===== src/include/exec_defs.svh =====
//////////////////////////////////////////////////////////////////////
// Widths and fixed constants of the execute stage
// Included by the package and by units that size their own logic
//////////////////////////////////////////////////////////////////////

`ifndef EXEC_DEFS_SVH
`define EXEC_DEFS_SVH

// Data path width
`define EXEC_XLEN        32

// Flow tag width
`define EXEC_TAG_BITS    3

// Shift amount taken from the second operand
`define EXEC_SHAMT_BITS  5

// Byte lanes in one data word
`define EXEC_BYTES       4

// Link increment for JAL and JALR
`define EXEC_LINK_OFFSET 4

`endif


===== src/logic/exec_pkg.sv =====
//////////////////////////////////////////////////////////////////////
// Shared types of the execute stage, imported by every unit
//////////////////////////////////////////////////////////////////////

`include "exec_defs.svh"

package exec_pkg;

    // Plain vector types
    typedef logic [`EXEC_XLEN-1:0]     word_t;
    typedef logic [`EXEC_TAG_BITS-1:0] tag_t;
    typedef logic [`EXEC_BYTES-1:0]    byte_en_t;

    // Decoded operation from the decode stage
    typedef enum logic [5:0] {
        ADD, SUB, AND, OR, XOR,
        SLL, SRL, SRA, SLT, SLTU, LUI,
        JAL, JALR,
        BEQ, BNE, BLT, BLTU, BGE, BGEU,
        LB, LBU, LH, LHU, LW,
        SB, SH, SW,
        ECALL, EBREAK, MRET,
        NOP
    } op_e;

    // Machine cause codes, NE means no exception
    typedef enum logic [3:0] {
        INSTRUCTION_ADDRESS_MISALIGNED = 4'd0,
        ILLEGAL_INSTRUCTION            = 4'd2,
        BREAKPOINT                     = 4'd3,
        ECALL_FROM_MMODE               = 4'd11,
        NE                             = 4'd15
    } exc_code_e;

    typedef struct packed {
        word_t first;
        word_t second;
        word_t third;
    } operands_t;

    typedef struct packed {
        word_t    address;
        logic     read_enable;
        byte_en_t write_enable;
        word_t    write_data;
    } mem_req_t;

    typedef struct packed {
        logic      raise_exception;
        logic      machine_return;
        logic      interrupt_ack;
        exc_code_e exception_code;
    } trap_t;

endpackage


===== src/logic/alu_branch.sv =====
//////////////////////////////////////////////////////////////////////
// Integer ALU with branch compare and jump target, purely combinational
//////////////////////////////////////////////////////////////////////

`timescale 1ns/1ps

`include "exec_defs.svh"

module alu_branch (
    input  exec_pkg::op_e       op_i,
    input  exec_pkg::word_t     pc_i,
    input  exec_pkg::operands_t operands_i,
    output exec_pkg::word_t     result_o,
    output logic                branch_taken_o,
    output exec_pkg::word_t     jump_target_o
);

    import exec_pkg::*;

    word_t                        sum;
    word_t                        sum2_a;
    word_t                        sum2_b;
    word_t                        sum2;
    logic [`EXEC_SHAMT_BITS-1:0]  shamt;
    logic signed [`EXEC_XLEN-1:0] first_signed;
    logic signed [`EXEC_XLEN-1:0] second_signed;
    logic                         equal;
    logic                         less_than;
    logic                         less_than_u;

    assign first_signed  = operands_i.first;
    assign second_signed = operands_i.second;
    assign shamt         = operands_i.second[`EXEC_SHAMT_BITS-1:0];

    //////////////////////////////////////////////////////////////////////
    // Adders
    //////////////////////////////////////////////////////////////////////

    assign sum = operands_i.first + operands_i.second;

    // Second adder serves SUB, the link value and branch targets
    always_comb begin
        case (op_i)
            SUB:     sum2_a = operands_i.first;
            default: sum2_a = pc_i;
        endcase
    end

    always_comb begin
        case (op_i)
            JAL, JALR: sum2_b = word_t'(`EXEC_LINK_OFFSET);
            SUB:       sum2_b = -operands_i.second;
            default:   sum2_b = operands_i.third;
        endcase
    end

    assign sum2 = sum2_a + sum2_b;

    //////////////////////////////////////////////////////////////////////
    // Result select
    //////////////////////////////////////////////////////////////////////

    always_comb begin
        case (op_i)
            SUB, JAL, JALR: result_o = sum2;
            AND:            result_o = operands_i.first & operands_i.second;
            OR:             result_o = operands_i.first | operands_i.second;
            XOR:            result_o = operands_i.first ^ operands_i.second;
            SLL:            result_o = operands_i.first << shamt;
            SRL:            result_o = operands_i.first >> shamt;
            SRA:            result_o = word_t'(first_signed >>> shamt);
            SLT:            result_o = word_t'(less_than);
            SLTU:           result_o = word_t'(less_than_u);
            LUI:            result_o = operands_i.second;
            default:        result_o = sum;
        endcase
    end

    //////////////////////////////////////////////////////////////////////
    // Branch decision and target
    //////////////////////////////////////////////////////////////////////

    assign equal       = operands_i.first == operands_i.second;
    assign less_than   = first_signed < second_signed;
    assign less_than_u = operands_i.first < operands_i.second;

    always_comb begin
        case (op_i)
            BEQ:       branch_taken_o = equal;
            BNE:       branch_taken_o = !equal;
            BLT:       branch_taken_o = less_than;
            BLTU:      branch_taken_o = less_than_u;
            BGE:       branch_taken_o = !less_than;
            BGEU:      branch_taken_o = !less_than_u;
            JAL, JALR: branch_taken_o = 1'b1;
            default:   branch_taken_o = 1'b0;
        endcase
    end

    // JALR target drops bit 0 of the sum
    always_comb begin
        case (op_i)
            JAL:     jump_target_o = sum;
            JALR:    jump_target_o = {sum[`EXEC_XLEN-1:1], 1'b0};
            default: jump_target_o = sum2;
        endcase
    end

endmodule


===== src/logic/load_store_unit.sv =====
//////////////////////////////////////////////////////////////////////
// Load and store request generation, combinational from the operands
//////////////////////////////////////////////////////////////////////

`timescale 1ns/1ps

`include "exec_defs.svh"

module load_store_unit (
    input  exec_pkg::op_e       op_i,
    input  exec_pkg::operands_t operands_i,
    output exec_pkg::mem_req_t  mem_req_o
);

    import exec_pkg::*;

    word_t addr_sum;

    assign addr_sum = operands_i.first + operands_i.second;

    // Word aligned address
    assign mem_req_o.address     = {addr_sum[`EXEC_XLEN-1:2], 2'b00};
    assign mem_req_o.read_enable = op_i inside {LB, LBU, LH, LHU, LW};

    // Lane select from the low address bits
    always_comb begin
        case (op_i)
            SB:      mem_req_o.write_enable = byte_en_t'(1) << addr_sum[1:0];
            SH:      mem_req_o.write_enable = addr_sum[1] ? 4'b1100 : 4'b0011;
            SW:      mem_req_o.write_enable = 4'b1111;
            default: mem_req_o.write_enable = 4'b0000;
        endcase
    end

    // Narrow stores are copied to every lane
    always_comb begin
        case (op_i)
            SB:      mem_req_o.write_data = {`EXEC_BYTES{operands_i.third[7:0]}};
            SH:      mem_req_o.write_data = {(`EXEC_BYTES/2){operands_i.third[15:0]}};
            default: mem_req_o.write_data = operands_i.third;
        endcase
    end

endmodule


===== src/logic/flow_control.sv =====
//////////////////////////////////////////////////////////////////////
// Flow tag, kill decision, jump gating and trap priority
//////////////////////////////////////////////////////////////////////

`timescale 1ns/1ps

module flow_control (
    input  logic              clk,
    input  logic              reset,
    input  exec_pkg::op_e     op_i,
    input  exec_pkg::tag_t    tag_i,
    input  logic              branch_taken_i,
    input  logic              illegal_inst_i,
    input  logic              misaligned_fetch_i,
    input  logic              interrupt_pending_i,
    output logic              killed_o,
    output logic              jump_o,
    output exec_pkg::trap_t   trap_o
);

    import exec_pkg::*;

    tag_t curr_tag;
    logic active;

    // Instructions from an older flow carry a stale tag
    assign killed_o = curr_tag != tag_i;
    assign active   = !killed_o && !reset;
    assign jump_o   = branch_taken_i && active;

    //////////////////////////////////////////////////////////////////////
    // Trap priority
    //////////////////////////////////////////////////////////////////////

    always_comb begin
        trap_o.raise_exception = 1'b0;
        trap_o.machine_return  = 1'b0;
        trap_o.interrupt_ack   = 1'b0;
        trap_o.exception_code  = NE;
        if (active) begin
            if (illegal_inst_i) begin
                trap_o.raise_exception = 1'b1;
                trap_o.exception_code  = ILLEGAL_INSTRUCTION;
            end else if (misaligned_fetch_i) begin
                trap_o.raise_exception = 1'b1;
                trap_o.exception_code  = INSTRUCTION_ADDRESS_MISALIGNED;
            end else if (op_i == ECALL) begin
                trap_o.raise_exception = 1'b1;
                trap_o.exception_code  = ECALL_FROM_MMODE;
            end else if (op_i == EBREAK) begin
                trap_o.raise_exception = 1'b1;
                trap_o.exception_code  = BREAKPOINT;
            end else if (op_i == MRET) begin
                trap_o.machine_return = 1'b1;
            end else if (interrupt_pending_i) begin
                // interrupts only taken when nothing else fires
                trap_o.interrupt_ack = 1'b1;
            end
        end
    end

    //////////////////////////////////////////////////////////////////////
    // Tag register
    //////////////////////////////////////////////////////////////////////

    // Any change of flow opens a new tag
    always_ff @(posedge clk) begin
        if (reset) begin
            curr_tag <= '0;
        end else if (jump_o || trap_o.raise_exception || trap_o.machine_return
                     || trap_o.interrupt_ack) begin
            curr_tag <= tag_t'(curr_tag + 1'b1);
        end
    end

endmodule


===== src/logic/execute_stage.sv =====
//////////////////////////////////////////////////////////////////////
// Execute stage top, joins the units and holds the output register
//////////////////////////////////////////////////////////////////////

`timescale 1ns/1ps

module execute_stage (
    input  logic                clk,
    input  logic                reset,
    input  logic                stall_i,
    input  exec_pkg::op_e       op_i,
    input  exec_pkg::word_t     pc_i,
    input  exec_pkg::operands_t operands_i,
    input  exec_pkg::tag_t      tag_i,
    input  logic                illegal_inst_i,
    input  logic                misaligned_fetch_i,
    input  logic                interrupt_pending_i,
    output logic                killed_o,
    output logic                write_enable_o,
    output exec_pkg::op_e       op_o,
    output exec_pkg::word_t     result_o,
    output exec_pkg::mem_req_t  mem_req_o,
    output logic                jump_o,
    output exec_pkg::word_t     jump_target_o,
    output exec_pkg::trap_t     trap_o
);

    import exec_pkg::*;

    word_t alu_result;
    logic  branch_taken;
    logic  write_enable;

    alu_branch i_alu_branch (
        .op_i           (op_i),
        .pc_i           (pc_i),
        .operands_i     (operands_i),
        .result_o       (alu_result),
        .branch_taken_o (branch_taken),
        .jump_target_o  (jump_target_o)
    );

    load_store_unit i_load_store_unit (
        .op_i       (op_i),
        .operands_i (operands_i),
        .mem_req_o  (mem_req_o)
    );

    flow_control i_flow_control (
        .clk                 (clk),
        .reset               (reset),
        .op_i                (op_i),
        .tag_i               (tag_i),
        .branch_taken_i      (branch_taken),
        .illegal_inst_i      (illegal_inst_i),
        .misaligned_fetch_i  (misaligned_fetch_i),
        .interrupt_pending_i (interrupt_pending_i),
        .killed_o            (killed_o),
        .jump_o              (jump_o),
        .trap_o              (trap_o)
    );

    // Stores and branches never write the register file
    always_comb begin
        case (op_i)
            SB, SH, SW, BEQ, BNE, BLT, BLTU, BGE, BGEU: write_enable = 1'b0;
            default:                                   write_enable = !killed_o;
        endcase
    end

    //////////////////////////////////////////////////////////////////////
    // Output register, frozen by stall
    //////////////////////////////////////////////////////////////////////

    always_ff @(posedge clk) begin
        if (reset) begin
            write_enable_o <= 1'b0;
        end else if (!stall_i) begin
            write_enable_o <= write_enable;
        end
    end

    always_ff @(posedge clk) begin
        if (!stall_i) begin
            result_o <= alu_result;
            op_o     <= op_i;
        end
    end

endmodule


===== config.mk =====
export PLATFORM = sky130hd
export DESIGN_NAME = execute_stage
export DESIGN_NICKNAME = d
export VERILOG_FILES = /design/src/logic/exec_pkg.sv /design/src/logic/alu_branch.sv /design/src/logic/load_store_unit.sv /design/src/logic/flow_control.sv /design/src/logic/execute_stage.sv
export VERILOG_INCLUDE_DIRS = /design/src /design/src/include
export SDC_FILE = /design/constraint.sdc
export NUM_CORES = 1
export LEC_CHECK = 0
export BUFFER_PORTS_ARGS = -buffer_cell sky130_fd_sc_hd__buf_4
export CORE_MARGIN = 1.5
export CORE_UTILIZATION = 25
export CTS_CLUSTER_DIAMETER = 100
export CTS_CLUSTER_SIZE = 8
export DETAILED_ROUTE_END_ITERATION = 10
export PLACE_DENSITY_LB_ADDON = 0.08
export SYNTH_ARGS = -nofsm -noshare
export SYNTH_HDL_FRONTEND = slang
export SYNTH_SLANG_ARGS = --single-unit

===== constraint.sdc =====
create_clock -name clk -period 5.1 [get_ports clk]
set_input_delay 0.255 -clock clk [delete_from_list [all_inputs] [get_ports clk]]
set_output_delay 0.255 -clock clk [all_outputs]
set_load 0.01 [all_outputs]

==> reports/metrics.csv <==
stage;metric;value;unit
placement;post-DP HPWL;62.9;mm
synthesis;mapped cell area;13200;um^2
critical_path;startpoint types;input pin;
synthesis;post-synthesis sequential area ratio;0.0928;
synthesis;cell taking the most area after synthesis;ha_1;
sta;Final period util;0.939;
global_route;grt total ovfl;0;
sta;Finish-stage setup viols;0;
clock_tree;clock latency on the worst-skew pair;0.33;ns
sta;Peak Freq;0.209;GHz
floorplan;row count;83;
clock_tree;CTS tree;yes;
synthesis;Synth Area per Inst;7.24;um^2
synthesis;post-synth top area share;0.124;
sta;final hold vios;0;
placement;gpl congestion;0.944;
power_and_ir_drop;Logic pwr share;0.713;
synthesis;top cells by area, synth;ha_1 (12%), mux4_2 (9.4%), edfxtp_1 (8.7%);
clock_tree;H-Tree Level Count;2;
floorplan;Die X;232;um
global_route;first-pass GRT wire length;106;mm
route;average wire per standard cell;27.8;um
clock_tree;CTS Buf Count;5;
power_and_ir_drop;Seq pwr share;0.159;
power_and_ir_drop;clock network power share;0.128;
route;Residual DRC;0;
sta;minimum clock period;4.79;ns
synthesis;synth unique cells;80;
job;number of max-cap violations;0;
route;Iter 0 DRT Violations;1516;
sta;max_slew headroom;0.288;
synthesis;asr flop ratio synth;0;
power_and_ir_drop;PD cells;174;nW/um^2
sta;Worst Tran Pin Value;1.07;ns
route;total vias in the final route;15300;
clock_tree;Reg clk slew, reported paths;0.07;ns
power_and_ir_drop;worst IR drop on VDD;123;uV
floorplan;die footprint;54000;um^2
min_path;worst hold path class;input pin to register;
route;DR pass1 iterations;5;
synthesis;Post-synth EDFFs;38;
global_route;vias in the first global route;14500;
clock_tree;clock sink count;42;
power_and_ir_drop;Int Pwr;1.42;mW
critical_path;CP arrival;4.53;ns
route;total routed wirelength;75.8;mm
sta;clk_skew;0.000628;ns
synthesis;Synth top cells by count;nand2_1 (202), nor2_1 (193), o21ai_0 (159), ha_1 (130), a21oi_1 (121);
floorplan;Die Ht;232;um
sta;max-slew violations;0;
global_route;largest net degree at the start of global routing;71;
placement;input/output buffers;289;
synthesis;Yosys warnings;0;
critical_path;CP max FO;6;
route;Vias/cell;5.60;
cells_and_area;NumNets Final;2324;
synthesis;top-count cell post-synth;nand2_1;
critical_path;crit end category;output pin;
critical_path;R2R Setup Slk;3.23;ns
global_route;initial antenna violation count;2;
global_route;GRT Util Overall;0.271;
cells_and_area;share of layout cells above drive strength 1;0.233;
sta;final hold slack;0.118;ns
route;Final ANT Viol Nets;0;
synthesis;Synth Flop Type;edfxtp_1;
synthesis;Syn Inst Count;1818;
clock_tree;Longest Clk Path Bufs;2;
power_and_ir_drop;Lkg Pwr;7.02;nW
clock_tree;CTS Hold Buffers Added;0;
sta;RSZ-0062 raised after global routing;false;
status;status;completed;
sta;setup TNS;0;ns
synthesis;Yosys reg bits;42;
floorplan;initial core utilization;0.255;
floorplan;Core ar.;51600;um^2
power_and_ir_drop;net load switching power;1.42;mW
clock_tree;Clock Tree Root;clkbuf_16;
critical_path;Crit path required time;4.85;ns
power_and_ir_drop;Sw Ratio;0.500;
critical_path;WS Path Type;input pin to output pin;
floorplan;# IOs;292;
cells_and_area;area grow syn2layout;24.2;%
layout by cell type (no fill, tap or decap), types with 18 or more instances in the layout:
master | Yosys | routed
nand3_1 | 52 | 51
inv_1 | 104 | 102
mux2_2 | 32 | 32
nor3_1 | 43 | 41
nand2_1 | 202 | 202
buf_4 | 10 | 356
o21ai_0 | 159 | 159
mux2i_1 | 39 | 39
mux4_2 | 55 | 55
a22oi_1 | 31 | 31
o2111ai_1 | 24 | 24
ha_1 | 130 | 130
a21o_1 | 30 | 30
nor2_1 | 193 | 188
or3_1 | 19 | 19
a31oi_1 | 18 | 18
a211oi_1 | 23 | 23
nand2b_1 | 18 | 18
xnor2_1 | 62 | 62
a21oi_1 | 121 | 119
edfxtp_1 | 38 | 38
xor2_1 | 22 | 22
o211ai_1 | 32 | 32
logic make-up after synthesis:
family                   Yosys count  synth area share
adder cells (fa/ha/maj)          132             0.127
flip-flops                        42            0.0928
AO/OA/AOI/OAI                    567             0.281
multiplexers                     126             0.151
XOR/XNOR                          84            0.0559
buffers and inverters            239            0.0724
AND/OR/NAND/NOR                  627             0.220
other                              1          0.000285
final timing paths:
kind	start	end	cells past startpoint
setup / recovery	operands_i[34]	jump_target_o[27]	17
hold / removal	reset	write_enable_o	2
setup reg to reg	i_flow_control.curr_tag[0]	i_flow_control.curr_tag[1]	5
hold reg to reg	i_flow_control.curr_tag[2]	i_flow_control.curr_tag[2]	1
power groups by stage:
| stage | Sequential, mW | Clock (mW) | Combinational (mW) |
|---|---|---|---|
| 6_report | 0.453 | 0.363 | 2.03 |
| 5_1_grt | 0.458 | 0.383 | 2.16 |
| 4_1_cts | 0.454 | 0.376 | 2.01 |
| 3_5_place_dp | 0.462 | 0 | 2.01 |
| 3_3_place_gp | 0.461 | 0 | 2.02 |
| 2_1_floorplan | 0.480 | 0 | 1.04 |
critical path, stage by stage:
cell and delay, ns:
buf_4 0.13, or4_4 0.59, nor3b_4 0.48, or2b_1 0.29
xnor2_1 0.12, o21ai_0 0.09, ha_1 0.39, nand3_1 0.12
nor3_1 0.23, o21ai_0 0.26, a21oi_1 0.26, nor2_1 0.12
a21oi_2 0.35, a31oi_1 0.25, xnor2_1 0.17, mux2_2 0.27
buf_4 0.14
flip-flops by register name, indices dropped and copies added, names as in the netlist:
register                 count
i_flow_control.curr_tag      3
op_o                         6
result_o                    32
write_enable_o               1
final cells by class:
class | count | area, um^2
tap | 680 | 851
clock buffer | 6 | 129
sequential | 42 | 1220
clock inverter | 2 | 8.76
fill | 5647 | 35300
antenna | 1 | 2.50
multi-input combinational | 1538 | 11000
inverter | 105 | 394
timing repair buffer | 357 | 2690
through the flow:
step / power (mW) / setup WS [ns] / util / instances / cell area (um^2)
6_report: 2.85 / 0.313 / 0.317 / 2731 / 16300
3_5_place_dp: 2.47 / 0.166 / 0.314 / 2721 / 16200
3_3_place_gp: 2.48 / 0.151 / 0.314 / 2721 / 16200
2_1_floorplan: 1.52 / 0.469 / - / 1819 / 13200
4_1_cts: 2.84 / 0.160 / 0.316 / 2729 / 16300
5_1_grt: 3.00 / 0.00465 / 0.317 / 2730 / 16300
per-layer routing:
metal  up-vias  track usage  part of all wire
met1      7509        0.397              0.48
met2       553        0.425              0.45
li1       7183            -                 -
met4         2       0.0432             0.013
met3        42       0.0337             0.061
met5         -            0           0.00012
repair_timing:
action | in CTS | in global routing
setup buffers | 0 | 1
resized for setup | 0 | 3
setup endpoints to repair | 0 | 6
Note: power is estimated with default switching activity, not from simulation.
